`config.mk`:
```
export PLATFORM = sky130hd
export DESIGN_NAME = rename_core
export DESIGN_NICKNAME = d
export VERILOG_FILES = /design/src/rename_pkg.sv /design/src/opcode_decoder.sv /design/src/map_table.sv /design/src/free_list.sv /design/src/reorder_buffer.sv /design/src/rename_core.sv
export SDC_FILE = /design/constraint.sdc
export NUM_CORES = 2
export LEC_CHECK = 0
export BUFFER_PORTS_ARGS = -buffer_cell sky130_fd_sc_hd__buf_4
export CELL_PAD_IN_SITES_DETAIL_PLACEMENT = 1
export CELL_PAD_IN_SITES_GLOBAL_PLACEMENT = 1
export CORE_ASPECT_RATIO = 1.2
export CORE_MARGIN = 2
export CORE_UTILIZATION = 49
export DETAILED_ROUTE_END_ITERATION = 8
export PLACE_DENSITY_LB_ADDON = 0.1
export SKIP_CTS_REPAIR_TIMING = 1
export SLEW_MARGIN = 20
export SYNTH_ARGS = -nofsm -noshare
export SYNTH_HDL_FRONTEND = slang
export SYNTH_SLANG_ARGS = --single-unit
```
`constraint.sdc`:
```
create_clock -name clk -period 5.1 [get_ports clk]
set_input_delay 0.255 -clock clk [delete_from_list [all_inputs] [get_ports clk]]
set_output_delay 0.255 -clock clk [all_outputs]
set_load 0.01 [all_outputs]
```
`src/rename_pkg.sv`:
```
package rename_pkg;

  //////////////////////////////////////////////////
  // sizes
  //////////////////////////////////////////////////
  localparam int num_lregs  = 32;  // architectural registers
  localparam int num_pregs  = 64;  // physical registers
  localparam int rob_depth  = 16;
  localparam int free_depth = 32;  // free after reset

  // pointer and counter widths
  localparam int free_idx_w = $clog2(free_depth);
  localparam int free_cnt_w = free_idx_w + 1;
  localparam int rob_cnt_w  = $clog2(rob_depth) + 1;

  //////////////////////////////////////////////////
  // register numbers
  //////////////////////////////////////////////////
  typedef logic [$clog2(num_lregs)-1:0] lreg_t;
  typedef logic [$clog2(num_pregs)-1:0] preg_t;
  typedef logic [$clog2(rob_depth)-1:0] rob_idx_t;
  typedef logic [5:0]                   opcode_t;

  // opcodes seen by rename
  localparam opcode_t op_rtype = 6'h00;  // writes rd
  localparam opcode_t op_beq   = 6'h04;
  localparam opcode_t op_addi  = 6'h08;  // writes rt
  localparam opcode_t op_lw    = 6'h23;  // writes rt
  localparam opcode_t op_sw    = 6'h2b;

  //////////////////////////////////////////////////
  // instruction word
  //////////////////////////////////////////////////
  typedef struct packed {
    opcode_t    opcode;
    lreg_t      rs;
    lreg_t      rt;
    lreg_t      rd;
    logic [4:0] shamt;
    logic [5:0] funct;
  } r_fields_t;

  typedef struct packed {
    opcode_t     opcode;
    lreg_t       rs;
    lreg_t       rt;   // destination for addi and lw
    logic [15:0] imm;
  } i_fields_t;

  // same 32 bits seen as either format
  typedef union packed {
    r_fields_t r;
    i_fields_t i;
  } instr_u;

endpackage

```
`src/opcode_decoder.sv`:
```
module opcode_decoder (
  input  rename_pkg::opcode_t i_opcode,
  output logic                o_valid,
  output logic                o_write_rd,
  output logic                o_reg_dest,
  output logic                o_read_rs,
  output logic                o_read_rt
);

  always_comb begin
    // unknown opcode never dispatches
    o_valid    = 1'b0;
    o_write_rd = 1'b0;
    o_reg_dest = 1'b0;
    o_read_rs  = 1'b0;
    o_read_rt  = 1'b0;

    case (i_opcode)
      rename_pkg::op_rtype: begin
        o_valid    = 1'b1;
        o_write_rd = 1'b1;  // dest in rd field
        o_reg_dest = 1'b1;
        o_read_rs  = 1'b1;
        o_read_rt  = 1'b1;
      end
      rename_pkg::op_addi,
      rename_pkg::op_lw: begin
        o_valid    = 1'b1;
        o_reg_dest = 1'b1;  // dest in rt field
        o_read_rs  = 1'b1;
      end
      rename_pkg::op_sw,
      rename_pkg::op_beq: begin
        // two sources, nothing written
        o_valid   = 1'b1;
        o_read_rs = 1'b1;
        o_read_rt = 1'b1;
      end
      default: begin
        o_valid = 1'b0;
      end
    endcase
  end

endmodule

```
`src/map_table.sv`:
```
module map_table (
  input  logic              clk,
  input  logic              rst,
  input  logic              i_accept,
  input  logic              i_reg_dest,
  input  rename_pkg::lreg_t i_lrs,
  input  rename_pkg::lreg_t i_lrt,
  input  rename_pkg::lreg_t i_lrd,
  input  rename_pkg::preg_t i_p_rd_new,
  input  logic              i_compl_set,
  input  rename_pkg::preg_t i_compl_preg,
  input  logic              i_restore,
  input  rename_pkg::lreg_t i_restore_lrd,
  input  rename_pkg::preg_t i_restore_preg,
  output rename_pkg::preg_t o_p_rs,
  output rename_pkg::preg_t o_p_rt,
  output rename_pkg::preg_t o_p_rd_old,
  output logic              o_rs_ready,
  output logic              o_rt_ready
);

  rename_pkg::preg_t                  map [rename_pkg::num_lregs];
  logic [rename_pkg::num_pregs-1:0]   ready;

  logic rename_en;

  assign rename_en = i_accept && i_reg_dest;

  //////////////////////////////////////////////////
  // lookup in the dispatch cycle
  //////////////////////////////////////////////////
  assign o_p_rs     = map[i_lrs];
  assign o_p_rt     = map[i_lrt];
  assign o_p_rd_old = map[i_lrd];  // kept by the rob for undo and free

  // no bypass, a completion shows up one cycle later
  assign o_rs_ready = ready[o_p_rs];
  assign o_rt_ready = ready[o_p_rt];

  //////////////////////////////////////////////////
  // speculative map
  //////////////////////////////////////////////////
  always_ff @(posedge clk or negedge rst) begin
    if (!rst) begin
      for (int i = 0; i < rename_pkg::num_lregs; i++) begin
        map[i] <= rename_pkg::preg_t'(i);  // identity
      end
    end else begin
      if (rename_en) begin
        map[i_lrd] <= i_p_rd_new;
      end
      // recovery walk, never in a dispatch cycle
      if (i_restore) begin
        map[i_restore_lrd] <= i_restore_preg;
      end
    end
  end

  //////////////////////////////////////////////////
  // ready bits per physical register
  //////////////////////////////////////////////////
  always_ff @(posedge clk or negedge rst) begin
    if (!rst) begin
      ready <= '1;
    end else begin
      if (rename_en) begin
        ready[i_p_rd_new] <= 1'b0;  // value not produced yet
      end
      if (i_compl_set) begin
        ready[i_compl_preg] <= 1'b1;
      end
    end
  end

endmodule

```
`src/free_list.sv`:
```
module free_list (
  input  logic              clk,
  input  logic              rst,
  input  logic              i_pop,
  input  logic              i_push,
  input  rename_pkg::preg_t i_push_preg,
  output rename_pkg::preg_t o_head,
  output logic              o_empty
);

  rename_pkg::preg_t                    fifo [rename_pkg::free_depth];
  logic [rename_pkg::free_idx_w-1:0]    head;
  logic [rename_pkg::free_idx_w-1:0]    tail;
  logic [rename_pkg::free_cnt_w-1:0]    count;

  logic do_pop;

  // never pop past empty
  assign do_pop  = i_pop && !o_empty;
  assign o_head  = fifo[head];
  assign o_empty = (count == '0);

  //////////////////////////////////////////////////
  // queue storage
  //////////////////////////////////////////////////
  always_ff @(posedge clk or negedge rst) begin
    if (!rst) begin
      // registers above the architectural ones start free
      for (int i = 0; i < rename_pkg::free_depth; i++) begin
        fifo[i] <= rename_pkg::preg_t'(rename_pkg::num_lregs + i);
      end
    end else if (i_push) begin
      fifo[tail] <= i_push_preg;
    end
  end

  //////////////////////////////////////////////////
  // pointers
  //////////////////////////////////////////////////
  always_ff @(posedge clk or negedge rst) begin
    if (!rst) begin
      head <= '0;
      tail <= '0;  // wraps onto head, list is full
    end else begin
      if (do_pop) begin
        head <= head + 1'b1;
      end
      if (i_push) begin
        tail <= tail + 1'b1;
      end
    end
  end

  always_ff @(posedge clk or negedge rst) begin
    if (!rst) begin
      count <= rename_pkg::free_cnt_w'(rename_pkg::free_depth);
    end else begin
      case ({do_pop, i_push})
        2'b10:   count <= count - 1'b1;
        2'b01:   count <= count + 1'b1;
        default: count <= count;  // both or neither
      endcase
    end
  end

endmodule

```
`src/reorder_buffer.sv`:
```
module reorder_buffer (
  input  logic                 clk,
  input  logic                 rst,
  input  logic                 i_dispatch,
  input  logic                 i_valid_op,
  input  logic                 i_reg_dest,
  input  logic                 i_free_empty,
  input  rename_pkg::lreg_t    i_lrd,
  input  rename_pkg::preg_t    i_p_rd_new,
  input  rename_pkg::preg_t    i_p_rd_old,
  input  logic                 i_complete,
  input  logic                 i_mispredict,
  input  rename_pkg::rob_idx_t i_compl_rob,
  output logic                 o_accept,
  output logic                 o_stall,
  output rename_pkg::rob_idx_t o_rob_num,
  output logic                 o_compl_set,
  output rename_pkg::preg_t    o_compl_preg,
  output logic                 o_retire,
  output rename_pkg::lreg_t    o_retire_lrd,
  output rename_pkg::preg_t    o_retire_p_rd,
  output logic                 o_free_push,
  output rename_pkg::preg_t    o_free_preg,
  output logic                 o_restore,
  output rename_pkg::lreg_t    o_restore_lrd,
  output rename_pkg::preg_t    o_restore_preg
);

  // entry fields
  logic [rename_pkg::rob_depth-1:0] dest;
  logic [rename_pkg::rob_depth-1:0] done;
  rename_pkg::lreg_t                lrd   [rename_pkg::rob_depth];
  rename_pkg::preg_t                p_old [rename_pkg::rob_depth];
  rename_pkg::preg_t                p_new [rename_pkg::rob_depth];

  rename_pkg::rob_idx_t             head;
  rename_pkg::rob_idx_t             tail;
  rename_pkg::rob_idx_t             tail_m1;  // youngest entry
  logic [rename_pkg::rob_cnt_w-1:0] count;
  logic [rename_pkg::rob_cnt_w-1:0] count_nxt;

  logic                 rec_active;
  rename_pkg::rob_idx_t rec_target;  // tail value when the walk ends
  logic                 walk;
  logic                 full;

  assign tail_m1 = tail - 1'b1;
  assign full    = (count == rename_pkg::rob_cnt_w'(rename_pkg::rob_depth));
  assign walk    = rec_active && (tail != rec_target);

  //////////////////////////////////////////////////
  // dispatch decision
  //////////////////////////////////////////////////
  assign o_stall   = full || walk || (i_reg_dest && i_free_empty);
  assign o_accept  = i_dispatch && i_valid_op && !o_stall;
  assign o_rob_num = tail;

  // completion looks up the register to mark ready
  assign o_compl_set  = i_complete && dest[i_compl_rob];
  assign o_compl_preg = p_new[i_compl_rob];

  // in order, held off while a recovery is pending
  assign o_retire      = (count != '0) && done[head] && !rec_active;
  assign o_retire_lrd  = lrd[head];
  assign o_retire_p_rd = p_new[head];

  //////////////////////////////////////////////////
  // recovery walk, one youngest entry per cycle
  //////////////////////////////////////////////////
  assign o_restore      = walk && dest[tail_m1];
  assign o_restore_lrd  = lrd[tail_m1];
  assign o_restore_preg = p_old[tail_m1];

  // retire and walk never overlap
  assign o_free_push = walk ? dest[tail_m1] : (o_retire && dest[head]);
  assign o_free_preg = walk ? p_new[tail_m1] : p_old[head];

  always_comb begin
    count_nxt = count;
    if (o_accept) count_nxt = count_nxt + 1'b1;
    if (o_retire) count_nxt = count_nxt - 1'b1;
    if (walk)     count_nxt = count_nxt - 1'b1;
  end

  always_ff @(posedge clk or negedge rst) begin
    if (!rst) begin
      head  <= '0;
      tail  <= '0;
      count <= '0;
    end else begin
      count <= count_nxt;
      if (o_accept) tail <= tail + 1'b1;
      if (walk)     tail <= tail_m1;
      if (o_retire) head <= head + 1'b1;
    end
  end

  always_ff @(posedge clk or negedge rst) begin
    if (!rst) begin
      rec_active <= 1'b0;
      rec_target <= '0;
    end else if (i_complete && i_mispredict && !rec_active) begin
      rec_active <= 1'b1;
      rec_target <= i_compl_rob + 1'b1;  // branch entry itself stays
    end else if (rec_active && (!walk || tail_m1 == rec_target)) begin
      rec_active <= 1'b0;  // last undo at this edge
    end
  end

  //////////////////////////////////////////////////
  // entry flags
  //////////////////////////////////////////////////
  always_ff @(posedge clk or negedge rst) begin
    if (!rst) begin
      dest <= '0;
      done <= '0;
    end else begin
      if (o_accept) begin
        dest[tail] <= i_reg_dest;
        done[tail] <= 1'b0;
      end
      if (i_complete) begin
        done[i_compl_rob] <= 1'b1;
      end
    end
  end

  // payload written at dispatch
  always_ff @(posedge clk) begin
    if (o_accept) begin
      lrd[tail]   <= i_lrd;
      p_old[tail] <= i_p_rd_old;
      p_new[tail] <= i_p_rd_new;
    end
  end

endmodule

```
`src/rename_core.sv`:
```
module rename_core (
  input  logic                 clk,
  input  logic                 rst,
  input  logic                 i_dispatch,
  input  rename_pkg::instr_u   i_instr,
  input  logic                 i_complete,
  input  logic                 i_compl_mispredict,
  input  rename_pkg::rob_idx_t i_compl_rob,
  output logic                 o_stall,
  output rename_pkg::rob_idx_t o_rob_num,
  output rename_pkg::preg_t    o_p_rs,
  output rename_pkg::preg_t    o_p_rt,
  output rename_pkg::preg_t    o_p_rd_new,
  output logic                 o_rs_ready,
  output logic                 o_rt_ready,
  output logic                 o_retire,
  output rename_pkg::lreg_t    o_retire_lrd,
  output rename_pkg::preg_t    o_retire_p_rd
);

  // decode
  logic valid_op, write_rd, reg_dest, read_rs, read_rt;
  rename_pkg::lreg_t l_rd;

  // map table
  logic              rs_ready_map, rt_ready_map;
  rename_pkg::preg_t p_rd_old;

  // free list
  rename_pkg::preg_t free_head;
  logic              free_empty;

  // rob side
  logic              accept;
  logic              compl_set, free_push, restore;
  rename_pkg::preg_t compl_preg, free_preg, restore_preg;
  rename_pkg::lreg_t restore_lrd;

  //////////////////////////////////////////////////
  // decode
  //////////////////////////////////////////////////
  opcode_decoder i_opcode_decoder (
    .i_opcode   (i_instr.r.opcode),
    .o_valid    (valid_op),
    .o_write_rd (write_rd),
    .o_reg_dest (reg_dest),
    .o_read_rs  (read_rs),
    .o_read_rt  (read_rt)
  );

  // r-type writes rd, immediate forms write rt
  assign l_rd = write_rd ? i_instr.r.rd : i_instr.i.rt;

  assign o_p_rd_new = free_head;
  // an operand that is not read never waits
  assign o_rs_ready = rs_ready_map || !read_rs;
  assign o_rt_ready = rt_ready_map || !read_rt;

  map_table i_map_table (
    .clk            (clk),
    .rst            (rst),
    .i_accept       (accept),
    .i_reg_dest     (reg_dest),
    .i_lrs          (i_instr.r.rs),
    .i_lrt          (i_instr.r.rt),
    .i_lrd          (l_rd),
    .i_p_rd_new     (free_head),
    .i_compl_set    (compl_set),
    .i_compl_preg   (compl_preg),
    .i_restore      (restore),
    .i_restore_lrd  (restore_lrd),
    .i_restore_preg (restore_preg),
    .o_p_rs         (o_p_rs),
    .o_p_rt         (o_p_rt),
    .o_p_rd_old     (p_rd_old),
    .o_rs_ready     (rs_ready_map),
    .o_rt_ready     (rt_ready_map)
  );

  free_list i_free_list (
    .clk         (clk),
    .rst         (rst),
    .i_pop       (accept && reg_dest),
    .i_push      (free_push),
    .i_push_preg (free_preg),
    .o_head      (free_head),
    .o_empty     (free_empty)
  );

  reorder_buffer i_reorder_buffer (
    .clk            (clk),
    .rst            (rst),
    .i_dispatch     (i_dispatch),
    .i_valid_op     (valid_op),
    .i_reg_dest     (reg_dest),
    .i_free_empty   (free_empty),
    .i_lrd          (l_rd),
    .i_p_rd_new     (free_head),
    .i_p_rd_old     (p_rd_old),
    .i_complete     (i_complete),
    .i_mispredict   (i_compl_mispredict),
    .i_compl_rob    (i_compl_rob),
    .o_accept       (accept),
    .o_stall        (o_stall),
    .o_rob_num      (o_rob_num),
    .o_compl_set    (compl_set),
    .o_compl_preg   (compl_preg),
    .o_retire       (o_retire),
    .o_retire_lrd   (o_retire_lrd),
    .o_retire_p_rd  (o_retire_p_rd),
    .o_free_push    (free_push),
    .o_free_preg    (free_preg),
    .o_restore      (restore),
    .o_restore_lrd  (restore_lrd),
    .o_restore_preg (restore_preg)
  );

endmodule

```
## Word-level counts from Yosys, hierarchy flattened

Memory sizes are Yosys's and may differ from the RTL's.
Index checks and enable logic that the tools add are counted.

| word-level totals | value |
|---|---|
| input port bits | 41 |
| word-level logic and storage cells | 237 |
| memories | 3 |
| latch bits | 0 |
| memory bits (read-only) | 0 |
| memory bits (writable) | 272 |
| output and inout bits | 37 |
| bits in registers | 514 |

| cells by class | value |
|---|---|
| reduce and logical (&&, ||, !) cells | 41 |
| shift operators | 0 |
| equal/unequal tests | 9 |
| $add $sub $neg | 11 |
| muxes and demuxes | 65 |
| div/mod/pow operators | 0 |
| $mul | 0 |
| $lt $le $gt $ge | 21 |
| bitwise logic cells | 12 |

Memories:

| name | depth | width | rd ports | clocked after Yosys merged registers in | write ports | RTL line | RTL |
|---|---|---|---|---|---|---|---|
| i_reorder_buffer.p_new | 16 | 6 | 3 | 0 | 1 | reorder_buffer.sv:34 | `rename_pkg::preg_t p_new [rename_pkg::rob_depth];` |
| i_reorder_buffer.p_old | 16 | 6 | 2 | 0 | 1 | reorder_buffer.sv:33 | `rename_pkg::preg_t p_old [rename_pkg::rob_depth];` |
| i_reorder_buffer.lrd | 16 | 5 | 2 | 0 | 1 | reorder_buffer.sv:32 | `rename_pkg::lreg_t lrd [rename_pkg::rob_depth];` |

Operators with widths:

| cell | number |
|---|---|
| $bwmux W192 | 3 |
| $mux W192 | 2 |
| $mux W64 | 2 |
| $bmux W6 S5 | 4 |
| $demux W6 S5 | 3 |
| $mux W6 | 12 |
| $and A64 B64 Y64 | 1 |
| $not A64 Y64 | 1 |
| $or A64 B64 Y64 | 1 |
| $ge A6 B6 Y1 const B | 6 |
| $not A5 Y6 | 6 |
| $mux W16 | 2 |
| $lt A6 B7 Y1 const B | 4 |
| $logic_and A1 B1 Y1 | 21 |
| $lt A4 B5 Y1 const B | 4 |
| $mux W5 | 4 |
| $mux W1 | 19 |
| $lt A6 B1 Y1 const B | 3 |
| $and A16 B16 Y16 | 1 |
| $bmux W1 S4 | 4 |
| $bwmux W16 | 1 |
| $not A16 Y16 | 1 |
| $or A16 B16 Y16 | 1 |
| $add A5 B1 Y5 const B | 3 |
| other kinds (27) | 50 |

## Depth between registers and ports, before layout

| depth | value |
|---|---|
| depth after elaboration | 13 |
| mapped depth | 23 |
| mapped depth without buffers | 17 |

## Cells and area by module

Synthesis repeated with hierarchy kept, for this count alone.

| second synthesis, totals | value |
|---|---|
| cell total of the unflattened synthesis | 3405 |
| area total of the unflattened synthesis | 44835.5 µm² |

By module, submodules not included:

| module | instances | seq. area each (µm²) | cells an instance | area each (µm²) |
|---|---|---|---|---|
| map_table | 1 | 6586.3 | 1791 | 18412.7 |
| reorder_buffer | 1 | 9419.0 | 926 | 16318.2 |
| free_list | 1 | 5346.4 | 669 | 9948.3 |
| opcode_decoder | 1 | 0.0 | 11 | 81.3 |
| rename_core | 1 | 0.0 | 8 | 75.1 |

## Worst setup path before layout

No wires, ideal clock.

| timing | value |
|---|---|
| kind | reg2reg |
| from | register i_reorder_buffer.tail[0], in the netlist i_reorder_buffer.o_rob_num[0] |
| to | register i_free_list.count[5] (netlist bit) |
| library setup time | 0.083 ns |
| buffers on the path | 6 |
| period minus slack after synthesis | 5.026 ns |
| path slack | 0.074 ns |
| arrival | 4.943 ns |
| stages on the path, launching flop included | 24 |
| required time | 5.017 ns |
| cell sequence | dfrtp_1 -> buf_2 -> buf_2 -> buf_4 -> buf_2 -> buf_2 -> inv_1 -> ha_1 -> buf_1 -> mux4_2 -> nand2_1 -> nand2_1 -> o211ai_1 -> nand2_1 -> ha_1 -> inv_1 -> ha_1 -> a21o_1 -> a21oi_1 -> o21bai_1 -> a21oi_1 -> xnor2_1 -> nor2_1 -> xor2_1 |

| on the way | value |
|---|---|
| elaborated cells on any way between the ends | 16 |
| those cells by class | add/sub: 1; eq/ne: 3; mux: 4; reduce/logical: 8 |

RTL lines:

| what | RTL line | RTL |
|---|---|---|
| start: declaration | reorder_buffer.sv:37 | `rename_pkg::rob_idx_t tail;` |
| start signal: assignment | reorder_buffer.sv:92 | `if (o_accept) tail <= tail + 1'b1;` |
| start signal: assignment | reorder_buffer.sv:93 | `if (walk) tail <= tail_m1;` |
| $sub A4 B1 Y4 * | reorder_buffer.sv:47 | `assign tail_m1 = tail - 1'b1;` |
| via i_reorder_buffer.tail_m1[0] | reorder_buffer.sv:38 | `rename_pkg::rob_idx_t tail_m1;` |
| $bmux W1 S4 * | reorder_buffer.sv:75 | `assign o_free_push = walk ? dest[tail_m1] : (o_retire && dest[head]);` |
| $mux W1 (implied by the code) * | reorder_buffer.sv:75 |  |
| $mux W1 * | reorder_buffer.sv:75 |  |
| via free_push | rename_core.sv:35 | `logic compl_set, free_push, restore;` |
| $eq A2 B1 Y1 or $eq A2 B2 Y1 (tied branches) | free_list.sv:58 | `case ({do_pop, i_push})` |
| $pmux W6 S2 or $reduce_bool A2 Y1 (tied branches) | - |  |
| end signal: assignment | free_list.sv:59 | `2'b10: count <= count - 1'b1;` |
| end signal: assignment | free_list.sv:60 | `2'b01: count <= count + 1'b1;` |
| end signal: assignment | free_list.sv:61 | `default: count <= count;` |
| end: declaration | free_list.sv:14 | `logic [rename_pkg::free_cnt_w-1:0] count;` |

The timed path passes the listed nets; every way through them passes the cells marked *. The select of a mux whose other input is x is not followed.
A chain may end at the register's enable or synchronous reset.

## Worst setup path after layout

| timing | value |
|---|---|
| from | register i_map_table.map[143] (netlist bit) |
| to | output o_rs_ready |

| on the way | value |
|---|---|
| cells in the longest elaborated chain, start to end | 6 |

Ends and longest elaborated chain:

| what | RTL line | RTL |
|---|---|---|
| start: declaration | map_table.sv:22 | `rename_pkg::preg_t map [rename_pkg::num_lregs];` |
| start signal: indexed assignment | map_table.sv:46 | `map[i] <= rename_pkg::preg_t'(i);` |
| start signal: indexed assignment | map_table.sv:50 | `map[i_lrd] <= i_p_rd_new;` |
| start signal: indexed assignment | map_table.sv:54 | `map[i_restore_lrd] <= i_restore_preg;` |
| $bmux W6 S5 | map_table.sv:32 | `assign o_p_rs = map[i_lrs];` |
| $mux W6 (implied by the code) (2 in series) | map_table.sv:32 |  |
| $bmux W1 S6 | map_table.sv:37 | `assign o_rs_ready = ready[o_p_rs];` |
| $mux W1 (implied by the code) | map_table.sv:37 |  |
| $logic_or A1 B1 Y1 | rename_core.sv:56 | `assign o_rs_ready = rs_ready_map \|\| !read_rs;` |
| end: declaration | rename_core.sv:14 | `output logic o_rs_ready,` |

Every way passes these cells. The select of a mux whose other input is x is not followed.

==> key figures <==
Run status
  • Status: finished, final reports clean

STA
  • Least-Margin Pin Slew: 1.17 ns
  • Max Clk Rate: 203 MHz
  • Relative slew slack: 21.5%
  • Min Tclk post-route: 4.92 ns
  • Post-Route Setup TNS: 0 ns
  • Clk_skew: 0.0283 ns
  • Fin. max-slew vios: 0
  • RSZ-0062 raised after global routing: no
  • Setup ws final: 0.176 ns
  • Count of final hold-check violations: 0
  • Final setup violation count: 0
  • Final critical-path share of the clock period: 96.5%

Logic synthesis
  • Number of synthesized flops with an enable pin: 272
  • Cell taking the most area after synthesis: mux4_2
  • Post-Syn Nets: 3135
  • Largest cells by area after synthesis: mux4_2 (19%), edfxtp_1 (19%), dfstp_2 (15%)
  • Number of distinct library cells after synthesis: 69
  • Ys Warns: 0
  • Post-Syn Instances: 3070
  • Async S/R FF share, synth: 65.4%
  • Register area share after synthesis: 48.6%
  • Synth Flop Type: edfxtp_1
  • Synth Area per Inst: 14.3 sq um
  • Post-synth top area share: 19.4%
  • Synthesized cell area: 0.0440 sq mm
  • Flops & latches, synth: 786

Critical path
  • CP Capture Type: output port
  • CP Max Fanout: 22
  • Arr. time, crit path: 4.67 ns
  • Worst path bufs/invs: 2
  • Startpoint type of the worst setup path: flop
  • CP required: 4.85 ns
  • Crit-path cells: mux4_2 > mux2_2 > nand3_1 > nand4_2 > buf_4 > mux2i_1 > mux2i_1 > mux2i_1 > mux4_2 > a22oi_1 > buf_4
  • CP max-delay cell: nand4_2
  • Crit Path Category: flop to output port
  • Delay-heaviest family, CP: multiplexers
  • Slowest stage delay, CP: 0.86 ns
  • Cell mode on critical path: mux2i_1

Clocking
  • Clk root buf: clkbuf_16
  • # H-tree levels: 3
  • Max clock buf depth: 3
  • Clock Latency Late Sink: 0.67 ns
  • CTS Sinks: 786
  • Inserted Clock Buffers: 85
  • Clock-pin slew on the worst setup and hold paths: 0.06 ns
  • TritonCTS clock tree: yes

Pwr
  • Switching share of power: 42.9%
  • Register share of total power: 31.1%
  • Pint: 17400 uW
  • Gate power share: 47.5%
  • Pleak: 0.0190 uW
  • Net Switching: 13100 uW
  • Maximum vdd drop: 0.584 mV
  • Pwr/cell area: 622 mW/mm^2
  • Clock share of power: 21.4%

Global route
  • GRT Util Overall: 31.7%
  • Initial antenna violation count: 1
  • Global-route wire length before repair: 217000 um
  • Global route total overflow: 0
  • Vias in the first global route: 31777
  • Largest net degree at the start of global routing: 165

Floorplanning
  • Core ar.: 0.0890 sq mm
  • Die height: 332 um
  • Initial Util: 49.4%
  • Top-level port count: 78
  • Row cnt: 120
  • Die Width: 277 um
  • Die Footprint: 0.0921 sq mm

Drt
  • Drt drc: 0
  • Routed wl met2: 71400 um
  • M1 WL: 57100 um
  • Met3 wire length: 9090 um
  • Post-route ant nets: 0
  • Via-per-instance ratio: 6.70
  • Initial drt markers: 2703
  • Drt wl/cell: 33.2 um
  • Routed Wire Length: 145000 um
  • DR top layer: met4
  • Pre-antenna DRT Iters: 5
  • Routed vias: 29186

Final layout
  • Final Util: 55.0%
  • Non-filler instance count after layout: 4353
  • Share of cells above drive strength 1: 38.3%
  • Final nets: 3187
  • Synth-to-layout area growth: 11.4%
  • Commonest non-fill, non-tap cell in the layout: mux2i_1
  • Most frequent cells in the layout: mux2i_1 (529), mux4_2 (379), edfxtp_1 (272), dfstp_2 (257), dfrtp_1 (252)

Place
  • Port bufs: 66
  • # placed instances: 4193
  • RePlAce Congestion: 0.914
  • Place WS: 0.576 ns
  • Detailed placement HPWL: 94700 um

Min path
  • Min-delay worst type: input pin to flop

Job
  • Max Cap Viol: 0
## routing by layer
metal / vias up / global-route usage [%]
li1: 12034 / -
met3: 348 / 4.73
met5: - / 0
met1: 15668 / 41.3
met4: 0 / 14.3
met2: 1136 / 52.8
## synthesized netlist by cell type (all sizes together) (23+ instances only)
cell type,count
mux2i,532
mux4,379
edfxtp,272
dfrtp,257
dfstp,257
nand2,251
mux2,225
o21ai,190
clkbuf,121
buf,95
nor2,70
a22oi,48
nand3,45
inv,40
xnor2,26
a21oi,25
nand2b,25
ha,23
## area by class of cell
class	instances	area [sq um]
antenna	1	2.50
sequential	786	21400
timing repair buffer	181	1490
fill	8465	40100
inverter	41	155
tap	1159	1450
multi-input combinational	2027	21600
clock inverter	53	627
clock buffer	105	2270
## power by group through the flow
| stage | Combinational [uW] | Clock [uW] | Sequential, uW |
|---|---|---|---|
| floorplan | 9060 | 0 | 8850 |
| global placement | 13900 | 0 | 9440 |
| detailed placement | 14200 | 0 | 9550 |
| CTS | 14300 | 6620 | 9460 |
| global route | 15200 | 6850 | 9640 |
| finish | 14500 | 6510 | 9480 |
## tightest hold or removal path: cells and delay by family
kind                   cells  cell delay, ns
and+or+nand+nor            4            0.26
buffers and inverters      1            0.15
## cell families (layout without fill, tap and decap cells)
family	Yosys count	count (layout)	share of synthesized area (%)
adders and majority gates	24	24	0.700
DFF	786	786	48.6
other	0	1	0
AOI/OAI and AO/OA	337	337	4.68
muxes	1136	1136	37.4
and+or+nand+nor	490	490	5.30
xor gates and xnor gates	40	40	0.797
buffers and inverters	257	380	2.59
## stage by stage
step           hold WS (ns)  power (uW)  instance area [sq um]
2_1_floorplan       -0.0406       17900                  44000
3_3_place_gp          0.288       23300                  46000
3_5_place_dp          0.302       23800                  46000
4_1_cts              -0.396       30400                  48900
5_1_grt              0.0806       31700                  49000
6_report             0.0506       30400                  49000
## sequential cells by signal (all words and copies together) (netlist names)
| register | cells |
|---|---|
| i_map_table.ready | 64 |
| i_reorder_buffer.dest | 16 |
| i_reorder_buffer.p_new | 96 |
| i_reorder_buffer.o_rob_num | 4 |
| i_reorder_buffer.done | 16 |
| i_reorder_buffer.rec_target | 4 |
| i_reorder_buffer.head | 4 |
| i_reorder_buffer.rec_active | 1 |
| i_map_table.map | 192 |
| i_free_list.count | 6 |
| i_reorder_buffer.count | 5 |
| i_reorder_buffer.lrd | 80 |
| i_free_list.fifo | 192 |
| i_reorder_buffer.p_old | 96 |
| i_free_list.head | 5 |
| i_free_list.tail | 5 |
## path summary, 6_finish.rpt
kind                       slack, ns  depth (start not counted)                           from                             end
max reg2reg                     0.67                         12  i_reorder_buffer.o_rob_num[0]            i_map_table.map[140]
max                             0.18                         11           i_map_table.map[143]                      o_rs_ready
max in group asynchronous       3.51                          3                            rst             i_free_list.head[1]
min in group asynchronous       0.18                          2                            rst  i_reorder_buffer.rec_target[2]
min                             0.05                          5                     i_complete       i_reorder_buffer.done[11]
min reg2reg                     0.50                          2          i_map_table.ready[56]           i_map_table.ready[56]
No activity file was read; power rests on OpenSTA's default activity.
